<file path="src/hdl/axi_pkg.sv">
package axi_pkg;

  // Counts
  localparam int NUM_MASTERS = 3;
  localparam int NUM_SLAVES  = 7;

  // Channel field widths
  localparam int ID_BITS    = 4;
  localparam int MIDX_BITS  = 2;
  localparam int IDS_BITS   = ID_BITS + MIDX_BITS;
  localparam int ADDR_BITS  = 32;
  localparam int LEN_BITS   = 8;
  localparam int SIZE_BITS  = 3;
  localparam int BURST_BITS = 2;
  localparam int RESP_BITS  = 2;

  // Slave field in the address
  localparam int SLAVE_SEL_LSB  = 28;
  localparam int SLAVE_SEL_BITS = 3;

  typedef logic [ID_BITS-1:0]    axi_id_t;
  typedef logic [IDS_BITS-1:0]   axi_ids_t;
  typedef logic [ADDR_BITS-1:0]  axi_addr_t;
  typedef logic [MIDX_BITS-1:0]  mst_idx_t;
  typedef logic [NUM_SLAVES-1:0] slv_sel_t;

  // Write address as sent by a master
  typedef struct packed {
    axi_id_t                id;
    axi_addr_t              addr;
    logic [LEN_BITS-1:0]    len;
    logic [SIZE_BITS-1:0]   size;
    logic [BURST_BITS-1:0]  burst;
  } aw_req_t;

  // Write address at a slave with the master index in the ID
  typedef struct packed {
    axi_ids_t               id;
    axi_addr_t              addr;
    logic [LEN_BITS-1:0]    len;
    logic [SIZE_BITS-1:0]   size;
    logic [BURST_BITS-1:0]  burst;
  } aws_req_t;

  typedef struct packed {
    axi_id_t               id;
    logic [RESP_BITS-1:0]  resp;
  } b_rsp_t;

  typedef struct packed {
    axi_ids_t              id;
    logic [RESP_BITS-1:0]  resp;
  } bs_rsp_t;

  typedef enum logic {
    GRANT_FREE,
    GRANT_HELD
  } grant_state_t;

  // Unmapped field value lands on the default slave
  function automatic slv_sel_t addr_decode(input axi_addr_t addr);
    logic [SLAVE_SEL_BITS-1:0] field;
    slv_sel_t                  sel;
    field = addr[SLAVE_SEL_LSB +: SLAVE_SEL_BITS];
    sel   = '0;
    if (int'(field) < NUM_SLAVES) begin
      sel[field] = 1'b1;
    end else begin
      sel[NUM_SLAVES-1] = 1'b1;
    end
    return sel;
  endfunction

endpackage

</file>
<file path="src/hdl/aw_arbiter.sv">
`timescale 1ns/1ps

module aw_arbiter
  import axi_pkg::*;
(
  input  logic                   clk,
  input  logic                   rstn,
  input  aw_req_t                m_aw      [NUM_MASTERS],
  input  logic [NUM_MASTERS-1:0] m_awvalid,
  output logic [NUM_MASTERS-1:0] m_awready,
  output aws_req_t               gnt_aw,
  output logic                   gnt_valid,
  input  logic                   gnt_ready,
  input  logic [NUM_MASTERS-1:0] b_done
);

  grant_state_t           state;
  mst_idx_t               rr_ptr;
  mst_idx_t               held_idx;
  mst_idx_t               pick_idx;
  mst_idx_t               sel_idx;
  logic                   pick_found;
  logic                   aw_hs;
  logic [NUM_MASTERS-1:0] lock;
  logic [NUM_MASTERS-1:0] req;

  // Locked masters wait for their response
  assign req = m_awvalid & ~lock;

  // Round-robin search starting after the last winner
  always_comb begin
    int idx;
    pick_found = 1'b0;
    pick_idx   = rr_ptr;
    for (int k = 1; k <= NUM_MASTERS; k++) begin
      idx = (int'(rr_ptr) + k) % NUM_MASTERS;
      if (!pick_found && req[idx]) begin
        pick_found = 1'b1;
        pick_idx   = mst_idx_t'(idx);
      end
    end
  end

  assign sel_idx   = (state == GRANT_HELD) ? held_idx : pick_idx;
  assign gnt_valid = (state == GRANT_HELD) ? req[held_idx] : pick_found;
  assign aw_hs     = gnt_valid & gnt_ready;

  always_comb begin
    gnt_aw.id    = {sel_idx, m_aw[sel_idx].id};
    gnt_aw.addr  = m_aw[sel_idx].addr;
    gnt_aw.len   = m_aw[sel_idx].len;
    gnt_aw.size  = m_aw[sel_idx].size;
    gnt_aw.burst = m_aw[sel_idx].burst;
  end

  always_comb begin
    for (int i = 0; i < NUM_MASTERS; i++) begin
      m_awready[i] = aw_hs && (sel_idx == mst_idx_t'(i));
    end
  end

  always_ff @(posedge clk, negedge rstn) begin
    if (!rstn) begin
      state    <= GRANT_FREE;
      rr_ptr   <= '0;
      held_idx <= '0;
      lock     <= '0;
    end else begin
      // Clear on response, set on address handshake
      lock <= lock & ~b_done;
      if (aw_hs) begin
        lock[sel_idx] <= 1'b1;
        rr_ptr        <= sel_idx;
      end
      case (state)
        GRANT_FREE: begin
          if (pick_found && !gnt_ready) begin
            state    <= GRANT_HELD;
            held_idx <= pick_idx;
          end
        end
        GRANT_HELD: begin
          if (aw_hs) begin
            state <= GRANT_FREE;
          end
        end
        default: state <= GRANT_FREE;
      endcase
    end
  end

  // Stalled grant keeps its master and payload
  a_grant_stable: assert property (
    @(posedge clk) disable iff (!rstn)
    (gnt_valid && !gnt_ready) |=> $stable(gnt_aw)
  ) else $error("gnt_aw changed while stalled");

  a_bdone_locked: assert property (
    @(posedge clk) disable iff (!rstn)
    (b_done & ~lock) == '0
  ) else $error("b_done for a master with no write outstanding");

endmodule

</file>
<file path="src/hdl/aw_router.sv">
`timescale 1ns/1ps

module aw_router
  import axi_pkg::*;
(
  input  logic                  clk,
  input  logic                  rstn,
  input  aws_req_t              gnt_aw,
  input  logic                  gnt_valid,
  output logic                  gnt_ready,
  output aws_req_t              s_aw      [NUM_SLAVES],
  output logic [NUM_SLAVES-1:0] s_awvalid,
  input  logic [NUM_SLAVES-1:0] s_awready
);

  slv_sel_t slv_sel;

  assign slv_sel = addr_decode(gnt_aw.addr);

  // Only the addressed slave sees the request
  always_comb begin
    for (int j = 0; j < NUM_SLAVES; j++) begin
      s_aw[j]      = slv_sel[j] ? gnt_aw : '0;
      s_awvalid[j] = gnt_valid & slv_sel[j];
    end
  end

  assign gnt_ready = |(slv_sel & s_awready);

  a_aw_onehot: assert property (
    @(posedge clk) disable iff (!rstn)
    $onehot0(s_awvalid)
  ) else $error("s_awvalid routed to more than one slave");

  // A stalled request stays at the same slave
  a_aw_hold: assert property (
    @(posedge clk) disable iff (!rstn)
    ((s_awvalid & ~s_awready) != '0) |=> $stable(s_awvalid)
  ) else $error("s_awvalid moved before the handshake");

endmodule

</file>
<file path="src/hdl/axi_wr_xbar.sv">
`timescale 1ns/1ps

module axi_wr_xbar
  import axi_pkg::*;
(
  input  logic                   clk,
  input  logic                   rstn,
  // Master side
  input  aw_req_t                m_aw      [NUM_MASTERS],
  input  logic [NUM_MASTERS-1:0] m_awvalid,
  output logic [NUM_MASTERS-1:0] m_awready,
  output b_rsp_t                 m_b       [NUM_MASTERS],
  output logic [NUM_MASTERS-1:0] m_bvalid,
  input  logic [NUM_MASTERS-1:0] m_bready,
  // Slave side
  output aws_req_t               s_aw      [NUM_SLAVES],
  output logic [NUM_SLAVES-1:0]  s_awvalid,
  input  logic [NUM_SLAVES-1:0]  s_awready,
  input  bs_rsp_t                s_b       [NUM_SLAVES],
  input  logic [NUM_SLAVES-1:0]  s_bvalid,
  output logic [NUM_SLAVES-1:0]  s_bready
);

  aws_req_t               gnt_aw;
  logic                   gnt_valid;
  logic                   gnt_ready;
  logic [NUM_MASTERS-1:0] b_done;

  aw_arbiter u_aw_arbiter (
    .clk       (clk),
    .rstn      (rstn),
    .m_aw      (m_aw),
    .m_awvalid (m_awvalid),
    .m_awready (m_awready),
    .gnt_aw    (gnt_aw),
    .gnt_valid (gnt_valid),
    .gnt_ready (gnt_ready),
    .b_done    (b_done)
  );

  aw_router u_aw_router (
    .clk       (clk),
    .rstn      (rstn),
    .gnt_aw    (gnt_aw),
    .gnt_valid (gnt_valid),
    .gnt_ready (gnt_ready),
    .s_aw      (s_aw),
    .s_awvalid (s_awvalid),
    .s_awready (s_awready)
  );

  // Response completion releases the master lock
  b_router u_b_router (
    .clk      (clk),
    .rstn     (rstn),
    .s_b      (s_b),
    .s_bvalid (s_bvalid),
    .s_bready (s_bready),
    .m_b      (m_b),
    .m_bvalid (m_bvalid),
    .m_bready (m_bready),
    .b_done   (b_done)
  );

endmodule

</file>
<file path="src/hdl/b_router.sv">
`timescale 1ns/1ps

module b_router
  import axi_pkg::*;
(
  input  logic                   clk,
  input  logic                   rstn,
  input  bs_rsp_t                s_b      [NUM_SLAVES],
  input  logic [NUM_SLAVES-1:0]  s_bvalid,
  output logic [NUM_SLAVES-1:0]  s_bready,
  output b_rsp_t                 m_b      [NUM_MASTERS],
  output logic [NUM_MASTERS-1:0] m_bvalid,
  input  logic [NUM_MASTERS-1:0] m_bready,
  output logic [NUM_MASTERS-1:0] b_done
);

  slv_sel_t low_sel;
  slv_sel_t pick;
  slv_sel_t hold_sel;
  logic     hold;
  bs_rsp_t  rsp;
  mst_idx_t dst;
  logic     rsp_valid;
  logic     rsp_ready;

  // Lowest responding slave wins
  assign low_sel = s_bvalid & (~s_bvalid + slv_sel_t'(1));

  // A stalled response keeps its slave until the handshake
  assign pick      = hold ? hold_sel : low_sel;
  assign rsp_valid = |(pick & s_bvalid);

  always_comb begin
    rsp = '0;
    for (int j = 0; j < NUM_SLAVES; j++) begin
      if (pick[j]) begin
        rsp = s_b[j];
      end
    end
  end

  // Master index sits in the top ID bits
  assign dst = rsp.id[IDS_BITS-1 -: MIDX_BITS];

  always_comb begin
    for (int i = 0; i < NUM_MASTERS; i++) begin
      m_bvalid[i] = rsp_valid && (dst == mst_idx_t'(i));
      m_b[i]      = '0;
      if (m_bvalid[i]) begin
        m_b[i].id   = rsp.id[ID_BITS-1:0];
        m_b[i].resp = rsp.resp;
      end
    end
  end

  assign b_done    = m_bvalid & m_bready;
  assign rsp_ready = |b_done;
  assign s_bready  = pick & {NUM_SLAVES{rsp_ready}};

  always_ff @(posedge clk, negedge rstn) begin
    if (!rstn) begin
      hold     <= 1'b0;
      hold_sel <= '0;
    end else if (rsp_valid && !rsp_ready) begin
      hold     <= 1'b1;
      hold_sel <= pick;
    end else if (rsp_ready) begin
      hold <= 1'b0;
    end
  end

  a_b_onehot: assert property (
    @(posedge clk) disable iff (!rstn)
    $onehot0(m_bvalid)
  ) else $error("m_bvalid raised for more than one master");

  a_b_stable: assert property (
    @(posedge clk) disable iff (!rstn)
    (rsp_valid && !rsp_ready) |=> ($stable(m_bvalid) && $stable(rsp))
  ) else $error("response changed under back-pressure");

endmodule

</file>
<file path="config.mk">
export PLATFORM = sky130hd
export DESIGN_NAME = axi_wr_xbar
export DESIGN_NICKNAME = d
export VERILOG_FILES = /design/src/hdl/axi_pkg.sv /design/src/hdl/aw_arbiter.sv /design/src/hdl/aw_router.sv /design/src/hdl/axi_wr_xbar.sv /design/src/hdl/b_router.sv
export SDC_FILE = /design/constraint.sdc
export NUM_CORES = 1
export LEC_CHECK = 0
export BUFFER_PORTS_ARGS = -buffer_cell sky130_fd_sc_hd__clkbuf_2
export CELL_PAD_IN_SITES_DETAIL_PLACEMENT = 1
export CELL_PAD_IN_SITES_GLOBAL_PLACEMENT = 1
export CORE_AREA = 2 2 238 240
export DETAILED_ROUTE_END_ITERATION = 12
export DIE_AREA = 0 0 240 242
export PLACE_DENSITY = 0.52
export SLEW_MARGIN = 0
export SYNTH_ARGS = -nofsm -noshare
export SYNTH_HDL_FRONTEND = slang
export SYNTH_SLANG_ARGS = --single-unit
</file>
<file path="constraint.sdc">
create_clock -name clk -period 4.4 [get_ports clk]
set_input_delay 0.88 -clock clk [delete_from_list [all_inputs] [get_ports clk]]
set_output_delay 0.88 -clock clk [all_outputs]
set_load 0.005 [all_outputs]
</file>
# [Yosys cells after proc, flatten, opt, wreduce, memory -nomap -nowiden]
# Index checks and enable logic that the tools add are counted.
[classes] div=3 mux=52 n_eq_ne=4 addsub=4 n_lt_le_gt_ge=10 reduce_logical=23 n_bitwise=21
[op_table] operator="51-bit 2-to-1 mux" n=7
[op_table] operator="49-bit binary-select mux with 2-bit select" n=1
[op_table] operator="49-bit 2-to-1 mux" n=2
[op_table] operator="32-bit by 4-bit less-than comparator with 1-bit output (second input constant)" n=3
[op_table] operator="32-bit by 3-bit modulo with 32-bit output (second input constant)" n=3
[op_table] operator="8-bit 2-to-1 mux" n=7
[op_table] operator="7-bit bitwise AND" n=4
[op_table] operator="6-bit 2-to-1 mux" n=4
[op_table] operator="1-bit 2-to-1 mux" n=18
[op_table] operator="7-bit OR reduction" n=2
[op_table] operator="1-bit logical AND" n=12
[op_table] operator="3-bit bitwise AND" n=3
[op_table] operator="1-bit bitwise AND" n=8
[op_table] operator="1-bit binary-select mux with 2-bit select" n=4
[op_table] operator="2-bit 2-to-1 mux" n=4
[op_table] operator="7-bit by 1-bit adder with 7-bit output (second input constant)" n=1
[op_table] operator="7-bit 2-to-1 mux" n=1
[op_table] operator="7-bit NOT" n=1
[op_table] operator="2-bit by 2-bit adder with 3-bit output (second input constant)" n=2
[op_table] operator="2-bit by 3-bit less-than comparator with 1-bit output (second input constant)" n=2
[op_table] operator="3-bit NOT" n=2
[op_table] operator="2-bit by 1-bit equality test with 1-bit output (second input constant)" n=2
[op_table] operator="2-bit equality test (second input constant)" n=2
[op_table] operator="1-bit zero test" n=4
[op_table] operator="other kinds (17)" n=18
[word_totals] in_bits=225 word_cells=123 regBits=16 out_inout_bits=395

# [Longest topological paths before layout]
# Gate-level depths: netlist (run 1).
[logic_depth] ltp_word=28 depth_mapped=14 mapped_depth_nobuf=12

# [By module]
# A second synthesis (run 1) with hierarchy kept.
[unflattened] cells_unflattened=980 hier_area_um2=6726.5
[by_module_without_submodules] mod="aw_arbiter" n_inst=1 seq_area_each_um2=200.2 cells_each=381 area_per_inst_um2=2840.2
[by_module_without_submodules] mod="aw_router" n_inst=1 seq_area_each_um2=0.0 cells_each=419 area_per_inst_um2=2570.0
[by_module_without_submodules] mod="b_router" n_inst=1 seq_area_each_um2=200.2 cells_each=180 area_per_inst_um2=1316.3

# [Worst setup path before layout (run 1)]
# No wires, ideal clock.
[synth_path] path_type="reg2out" startpoint="register u_aw_arbiter.rr_ptr[0]" endpoint="output port m_awready[0]" required_ns=3.520 t_arrival_ns=3.210 path_slack_ns=0.310 path_stages_with_launch=14 n_path_buf=1 path_cell_list="dfrtp_1 > inv_1 > ha_1 > or4b_4 > o211a_2 > a31oi_4 > a21o_4 > buf_6 > mux2i_1 > a22oi_2 > o32a_1 > a41o_1 > or2_4 > nor2_1"
[synth_between] elab_chain_cells=26
[synth_rtl] item="start: declaration" line_no="aw_arbiter.sv:18" source="mst_idx_t rr_ptr;"
[synth_rtl] item="start signal: assignment" line_no="aw_arbiter.sv:73" source="rr_ptr <= sel_idx;"
[synth_rtl] item="2-bit by 1-bit adder with 3-bit output" line_no="aw_arbiter.sv:36" source="idx = (int'(rr_ptr) + k) % NUM_MASTERS;"
[synth_rtl] item="32-bit by 3-bit modulo with 32-bit output" line_no="aw_arbiter.sv:36"
[synth_rtl] item="1-bit binary-select mux with 2-bit select" line_no="aw_arbiter.sv:37" source="if (!pick_found && req[idx]) begin"
[synth_rtl] item="1-bit 2-to-1 mux (implied by the code) (2 in series)" line_no="aw_arbiter.sv:37"
[synth_rtl] item="1-bit 2-to-1 mux" line_no="aw_arbiter.sv:37"
[synth_rtl] item="1-bit zero test" line_no="aw_arbiter.sv:37"
[synth_rtl] item="1-bit logical AND" line_no="aw_arbiter.sv:37"
[synth_rtl] item="1-bit 2-to-1 mux" line_no="aw_arbiter.sv:37"
[synth_rtl] item="[9 not listed]"
[synth_rtl] item="1-bit logical AND (implied by the code)" line_no="axi_pkg.sv:67" source="sel[field] = 1'b1;"
[synth_rtl] item="1-bit 2-to-1 mux (implied by the code)" line_no="axi_pkg.sv:67"
[synth_rtl] item="1-bit demux with 3-bit select"
[synth_rtl] item="6-bit 2-to-1 mux / 1-bit 2-to-1 mux (equally long branches)" line_no="axi_pkg.sv:66" source="if (int'(field) < NUM_SLAVES) begin"
[synth_rtl] item="7-bit bitwise AND" line_no="aw_router.sv:28" source="assign gnt_ready = |(slv_sel & s_awready);"
[synth_rtl] item="7-bit OR reduction" line_no="aw_router.sv:28"
[synth_rtl] item="1-bit bitwise AND" line_no="aw_arbiter.sv:46" source="assign aw_hs = gnt_valid & gnt_ready;"
[synth_rtl] item="1-bit logical AND (*)" line_no="aw_arbiter.sv:58" source="m_awready[i] = aw_hs && (sel_idx == mst_idx_t'(i));"
[synth_rtl] item="end: declaration" line_no="axi_wr_xbar.sv:11" source="output logic [NUM_MASTERS-1:0] m_awready,"
# Mark *: on every way between the ends. The rest lies on a longest branch, timed or not. The select of a mux whose other input is x is not followed.

# [Worst setup path after layout (run 1)]
[layout_path] startpoint="input port m_awvalid[0]" endpoint="output port m_awready[2]"
[layout_between] elab_chain_cells=25
[layout_rtl] item="start: declaration" line_no="axi_wr_xbar.sv:10" source="input logic [NUM_MASTERS-1:0] m_awvalid,"
[layout_rtl] item="3-bit bitwise AND (*)" line_no="aw_arbiter.sv:28" source="assign req = m_awvalid & ~lock;"
[layout_rtl] item="1-bit binary-select mux with 2-bit select" line_no="aw_arbiter.sv:37"
[layout_rtl] item="1-bit 2-to-1 mux (implied by the code) (2 in series)" line_no="aw_arbiter.sv:37"
[layout_rtl] item="1-bit 2-to-1 mux" line_no="aw_arbiter.sv:37"
[layout_rtl] item="1-bit zero test" line_no="aw_arbiter.sv:37"
[layout_rtl] item="1-bit logical AND" line_no="aw_arbiter.sv:37"
[layout_rtl] item="1-bit 2-to-1 mux" line_no="aw_arbiter.sv:37"
[layout_rtl] item="1-bit zero test" line_no="aw_arbiter.sv:37"
[layout_rtl] item="[8 not listed]"
[layout_rtl] item="1-bit logical AND (implied by the code)" line_no="axi_pkg.sv:67"
[layout_rtl] item="1-bit 2-to-1 mux (implied by the code)" line_no="axi_pkg.sv:67"
[layout_rtl] item="1-bit demux with 3-bit select"
[layout_rtl] item="6-bit 2-to-1 mux / 1-bit 2-to-1 mux (equally long branches)" line_no="axi_pkg.sv:66"
[layout_rtl] item="7-bit bitwise AND" line_no="aw_router.sv:28"
[layout_rtl] item="7-bit OR reduction" line_no="aw_router.sv:28"
[layout_rtl] item="1-bit bitwise AND" line_no="aw_arbiter.sv:46"
[layout_rtl] item="1-bit logical AND (*)" line_no="aw_arbiter.sv:58"
# Marks and branches as above.

==> results.json, run 1 <==
{
  "crit_chain": "clkbuf_2 -> nor4b_4 -> buf_4 -> or3_4 -> o2111ai_4 -> a21oi_4 -> buf_4 -> a31oi_4 -> o21ai_1 -> o32a_1 -> a41o_1 -> or2_4 -> nor2_2 -> clkbuf_2",
  "grt_usage": 0.142,
  "leakage_nw": 5.77,
  "rr_startpoint": "u_aw_arbiter.rr_ptr[1]",
  "yosysTopAreaCellShare": 0.299,
  "min_period_over_period": 1.03,
  "cts_root_buf": "clkbuf_16",
  "num_vias": 9369,
  "ys_warn_count": 0,
  "cp-end-kind": "output pin",
  "clock_latency_ps": 250,
  "fmax_ghz": 0.222,
  "grt_max_degree": 53,
  "syn-cell-area_sq_um": 4860,
  "cts_tree": "done",
  "ys_seq_area_frac": 0.0823,
  "firstDrtPassIters": 5,
  "finalNetCount": 1845,
  "synth_edf_count": 0,
  "die_w_um": 240,
  "fillers": 7151,
  "port_buffers": 608,
  "cp_data_required_time_ps": 3520,
  "cap_viol_max_count": 0,
  "grt_pass1_wl_mm": 62.1,
  "stdcell_area_sq_um": 10900,
  "start_util": 0.0873,
  "instances_no_fill": 2373,
  "die_area_sq_um": 58100,
  "r2r_cells": 15,
  "dp_cells": 2329,
  "failed_checks": "setup timing",
  "cts_num_sinks": 16,
  "pin_count": 620,
  "synthFlopType": "dfrtp_1",
  "ir_drop_mv": 0.369,
  "hold_path.class": "reg -> reg",
  "first_iter_violations": 406,
  "synth-seq-cells": 16,
  "slew_viol_final": 0,
  "tightest_slew_ps": 644,
  "cts.path.max_buffers": 2,
  "critPathLaunchType": "input pin",
  "dp_hpwl_mm": 36.3,
  "critPathLaunch": "m_awvalid[0]",
  "tns_ps": -405,
  "crit_slowest_cell": "or3_4",
  "cts-htree-levels": 1,
  "yosysMostFrequentCell": "nor2_1",
  "power.density_nw_per_um2": 906,
  "layout_min_cycle_time_ps": 4510,
  "worst_slack_ps": -112,
  "layout-drive-gt1-share": 0.558,
  "dpl_cell_area_sq_um": 9570,
  "synth_async_sr_flop_share": 1.00,
  "cp_max_fo": 4,
  "drc": 0,
  "crit_arrival_ps": 3630,
  "hold_depth": 1,
  "antenna_left": 0,
  "clk_pin_slew_ps": 50,
  "netlist_top_cells_area": "nor2_1 30%, a21oi_1 11%, nand2_1 9.5%",
  "post_drt_via_cell_ratio": 3.95,
  "yosys-top-cells-count": "388 x nor2_1, 123 x nand2_1, 110 x a21oi_1",
  "multi_input_area_sq_um": 4640,
  "slew_headroom": 0.571,
  "route.detailed.wl_per_inst_um": 20.6,
  "grt_pass1_vias": 9541,
  "fp.dieH_um": 242,
  "avgSynthCellArea_sq_um": 5.20,
  "grt_overflow": 0,
  "hold_start": "u_b_router.hold_sel[4]",
  "path_class": "in -> out",
  "rows": 87,
  "yosys.area.top_type": "nor2_1",
  "antenna_found_initial": 5,
  "slowest_delay_ps": 410,
  "finalSetupViolCount": 19,
  "skew_ps": 2.91,
  "yosysUniqueCellTypes": 71,
  "hold_viol_final": 0,
  "run_status": "complete, but fails checks",
  "routed_wl_mm": 48.9,
  "synthCells": 935,
  "cts_buffers": 3,
  "seq_area_sq_um": 400,
  "area_growth_pct": 123,
  "routabilityCongestion": 0.865,
  "rsz0062_at_grt": "yes",
  "pre_cts_ws_ps": -90.9,
  "core_sq_um": 55700
}
==> layer usage <==
layer | global-route usage | share of wire | vias up
li1 | - | - | 4396
met1 | 0.165 | 0.41 | 4506
met2 | 0.270 | 0.51 | 412
met4 | 0.0336 | 0.024 | 2
met3 | 0.0210 | 0.053 | 53
met5 | 0 | 0.00023 | -
==> registers in the layout, summed over array words and instances (netlist names) <==
signal,count
u_aw_arbiter.rr_ptr,2
u_b_router.hold,1
u_b_router.hold_sel,7
u_aw_arbiter.held_idx,2
u_aw_arbiter.lock,3
u_aw_arbiter.state,1
==> final timing paths <==
check                                           endpoint  slack, ps
worst min-delay path              u_b_router.hold_sel[4]        510
worst max-delay path                        m_awready[2]       -110
worst min register to register    u_b_router.hold_sel[4]        510
min in group asynchronous           u_aw_arbiter.lock[0]        600
max in group asynchronous         u_b_router.hold_sel[5]       3460
worst max register to register  u_aw_arbiter.held_idx[1]        820
==> critical path: cells and delay by family <==
kind,cells,cell delay [ps]
buffers and inverters,4,540
AND/OR/NAND/NOR,4,900
AO/OA/AOI/OAI,6,1300
==> final cells by class <==
type | count | area share
Sequential cell | 16 | 0.0369
Clock buffer | 3 | 0.00692
Multi-Input combinational cell | 815 | 0.427
Tap cell | 756 | 0.0872
Timing Repair Buffer | 752 | 0.431
Inverter | 28 | 0.00992
Antenna cell | 3 | 0.000692
==> layout by cell type, fill, tap and decap left out, types with 12 or more instances in the layout <==
master     count
nor2_2        19
a21oi_1       78
mux2_2        15
nand2_1      121
buf_6         20
nor2_1       359
nand2b_1      12
o21ai_0       22
inv_1         25
buf_4         90
clkbuf_16     13
buf_12        20
dfrtp_1       16
buf_2         14
a21oi_2       29
clkbuf_2     594
==> metrics by stage <==
| step | power, mW | hold WS [ps] | utilization |
|---|---|---|---|
| final | 9.84 | 514 | 0.195 |
| after global placement | 8.13 | 478 | 0.172 |
| after detailed placement | 8.21 | 490 | 0.172 |
| after floorplan | 3.79 | 471 | - |
| after CTS | 8.79 | 502 | 0.179 |
| after global routing | 10.5 | 526 | 0.195 |
==> what timing repair did <==
item	in CTS	in global routing
pin swaps	14	15
setup buffers	7	16
gates resized for setup	53	112
cloned	1	15
hold buffers	0	0
setup endpoints to repair	269	275
==> report_power, final <==
part | total (mW) | switching (mW) | leakage, nW | internal, mW
logic | 9.38 | 5.67 | 5.53 | 3.71
clock network | 0.179 | 0.0597 | 0.0370 | 0.120
registers | 0.277 | 0.0712 | 0.205 | 0.206
total | 9.84 | 5.80 | 5.77 | 4.04
==> kinds of logic after synthesis <==
family,synth area share
AND/OR/NAND/NOR,0.489
AO/OA/AOI/OAI,0.250
buffers and inverters,0.101
multiplexers,0.0658
flip-flops,0.0823
adder cells (fa/ha/maj),0.0103
other,0.000771
(Power assumes the default switching activity.)
==> inputs of run 2 (changes only) <==
--- a/config.mk
+++ b/config.mk
@@ -12,6 +12,7 @@
 export DETAILED_ROUTE_END_ITERATION = 12
 export DIE_AREA = 0 0 240 242
 export PLACE_DENSITY = 0.52
+export RECOVER_POWER = 50
 export SLEW_MARGIN = 0
 export SYNTH_ARGS = -nofsm -noshare
 export SYNTH_HDL_FRONTEND = slang
==> run 2 against run 1 <==
Net effect:
- the run still ends with setup timing left
- utilization about the same
- flip-flop and latch count unchanged
- global-route usage unchanged
- critical path type unchanged
- highest routed layer unchanged
==> results.json, run 2 (synthesis gave the netlist of run 1 again) <==
{
  "crit_arrival_ps": 3640,
  "layout_min_cycle_time_ps": 4520,
  "path_delay_family": "compound AO/OA/AOI/OAI gates",
  "skew_ps": 2.04,
  "fillers": 7151,
  "busiest_layer": "met2",
  "cts.path.max_buffers": 2,
  "met3_usage": 0.0210,
  "cp_max_fo": 4,
  "dpl_cell_area_sq_um": 9570,
  "area_growth_pct": 123,
  "mostFrequentLayoutCells": "592 x clkbuf_2, 359 x nor2_1, 121 x nand2_1",
  "post_drt_via_cell_ratio": 3.95,
  "cp-end-kind": "output pin",
  "rows": 87,
  "antenna_left": 0,
  "grt_pass1_wl_mm": 62.1,
  "failed_checks": "setup timing",
  "instances_no_fill": 2373,
  "pin_count": 620,
  "grt_overflow": 0,
  "grt_use_met1": 0.165,
  "first_iter_violations": 397,
  "core_sq_um": 55700,
  "critPathLaunchType": "input pin",
  "cts_buffers": 3,
  "multi_input_area_sq_um": 4630,
  "grt_max_degree": 53,
  "crit_buf_inv": 4,
  "largest_reg_flops": 7,
  "routabilityCongestion": 0.865,
  "cts_num_sinks": 16,
  "min_period_over_period": 1.03,
  "crit_cells": 14,
  "hold_viol_final": 0,
  "power.density_nw_per_um2": 906,
  "layout-drive-gt1-share": 0.556,
  "fmax_ghz": 0.221,
  "fp.dieH_um": 242,
  "run_status": "complete, but fails checks",
  "finalSetupViolCount": 26,
  "ir_drop_mv": 0.370,
  "crit_slowest_cell": "or3_4",
  "finalNetCount": 1845,
  "slew_headroom": 0.267,
  "seq_area_sq_um": 400,
  "start_util": 0.0873,
  "cts-htree-levels": 1,
  "slowest_delay_ps": 410,
  "route.detailed.wl_per_inst_um": 20.6,
  "largest_register": "u_b_router.hold_sel",
  "hold_depth": 1,
  "firstDrtPassIters": 5,
  "num_vias": 9370,
  "tightest_slew_ps": 1100,
  "crit_chain": "clkbuf_2 -> nor4b_4 -> buf_4 -> or3_4 -> o2111ai_4 -> a21oi_4 -> buf_4 -> a31oi_4 -> o21ai_1 -> o32a_1 -> a41o_1 -> or2_4 -> nor2_2 -> clkbuf_2",
  "die_w_um": 240,
  "slew_viol_final": 0,
  "dp_hpwl_mm": 36.3,
  "grt_usage": 0.142,
  "drc": 0,
  "grt_pass1_vias": 9541,
  "hold_slack_ps": 514,
  "routed_wl_mm": 48.9,
  "met2_usage": 0.270,
  "cts_root_buf": "clkbuf_16",
  "cap_viol_max_count": 0,
  "dp_cells": 2329,
  "path_class": "in -> out",
  "clk_pin_slew_ps": 50,
  "worst_slack_ps": -123,
  "cts_tree": "done",
  "layout_commonest_cell": "clkbuf_2",
  "leakage_nw": 5.76,
  "die_area_sq_um": 58100,
  "top_regs": "u_b_router.hold_sel: 7 flops, u_aw_arbiter.lock: 3 flops",
  "rsz0062_at_grt": "yes",
  "port_buffers": 608,
  "stdcell_area_sq_um": 10800,
  "cp_data_required_time_ps": 3520,
  "r2r_cells": 15,
  "hold_path.class": "reg -> reg",
  "antenna_found_initial": 5,
  "clock_latency_ps": 250
}
==> run 2: final cells by class <==
cell class,count,share of cell area
diodes,3,0.000693
clock buffers,3,0.00693
inverters,28,0.00993
multi-input cells,815,0.427
flip-flops and latches,16,0.0369
well taps,756,0.0873
repair buffers,752,0.431
==> run 2: where the power goes <==
group	internal [mW]	switching (mW)	leakage, nW	total (mW)
Combinational	3.70	5.66	5.52	9.36
Clock	0.120	0.0600	0.0370	0.180
Sequential	0.206	0.0705	0.205	0.277
Total	4.03	5.80	5.76	9.82
==> run 2: path summary, 6_finish.rpt <==
kind | start | end | slack, ps
hold / removal | u_b_router.hold_sel[4] | u_b_router.hold_sel[4] | 510
max in group asynchronous | rstn | u_b_router.hold_sel[5] | 2920
min in group asynchronous | rstn | u_aw_arbiter.lock[0] | 820
setup / recovery | m_awvalid[0] | m_awready[2] | -120
setup reg to reg | u_aw_arbiter.rr_ptr[1] | u_aw_arbiter.held_idx[1] | 820
hold reg to reg | u_b_router.hold_sel[4] | u_b_router.hold_sel[4] | 510
==> run 2: stage by stage <==
| step | setup WS [ps] | setup TNS [ps] | power [mW] | utilization |
|---|---|---|---|---|
| final | -123 | -493 | 9.82 | 0.194 |
| after global routing | -213 | -16580 | 10.5 | 0.194 |
| after CTS | -55.7 | -451 | 8.79 | 0.179 |
| after detailed placement | -90.9 | -3550 | 8.21 | 0.172 |
| after global placement | -47.0 | -984 | 8.13 | 0.172 |
| after floorplan | 310 | 0 | 3.79 | - |
==> run 2: worst reg2reg max path: stages (launching register included) <==
cell and delay, ps:
dfrtp_1 390, buf_6 140, inv_4 70, ha_4 160, and4bb_4 240, or3_4 390
o2111ai_4 310, a21oi_4 120, buf_12 150, buf_4 170, nand4_1 120, o22ai_2 90
o31ai_2 250, nand4_1 190, or3_4 380, mux2_4 310
==> run 2: per-layer routing <==
metal / part of all wire / up-vias
li1: - / 4396
met5: 0.00022 / -
met3: 0.051 / 58
met2: 0.51 / 412
met4: 0.024 / 2
met1: 0.41 / 4502
==> run 2: timing repair <==
| action | in CTS | in global routing |
|---|---|---|
| hold buffers | 0 | 0 |
| setup buffers | 7 | 16 |
| cloned | 1 | 15 |
| endpoints found under the hold margin | 0 | 0 |
| pin swaps | 14 | 15 |
| resized for setup | 53 | 112 |
| setup endpoints to repair | 269 | 275 |
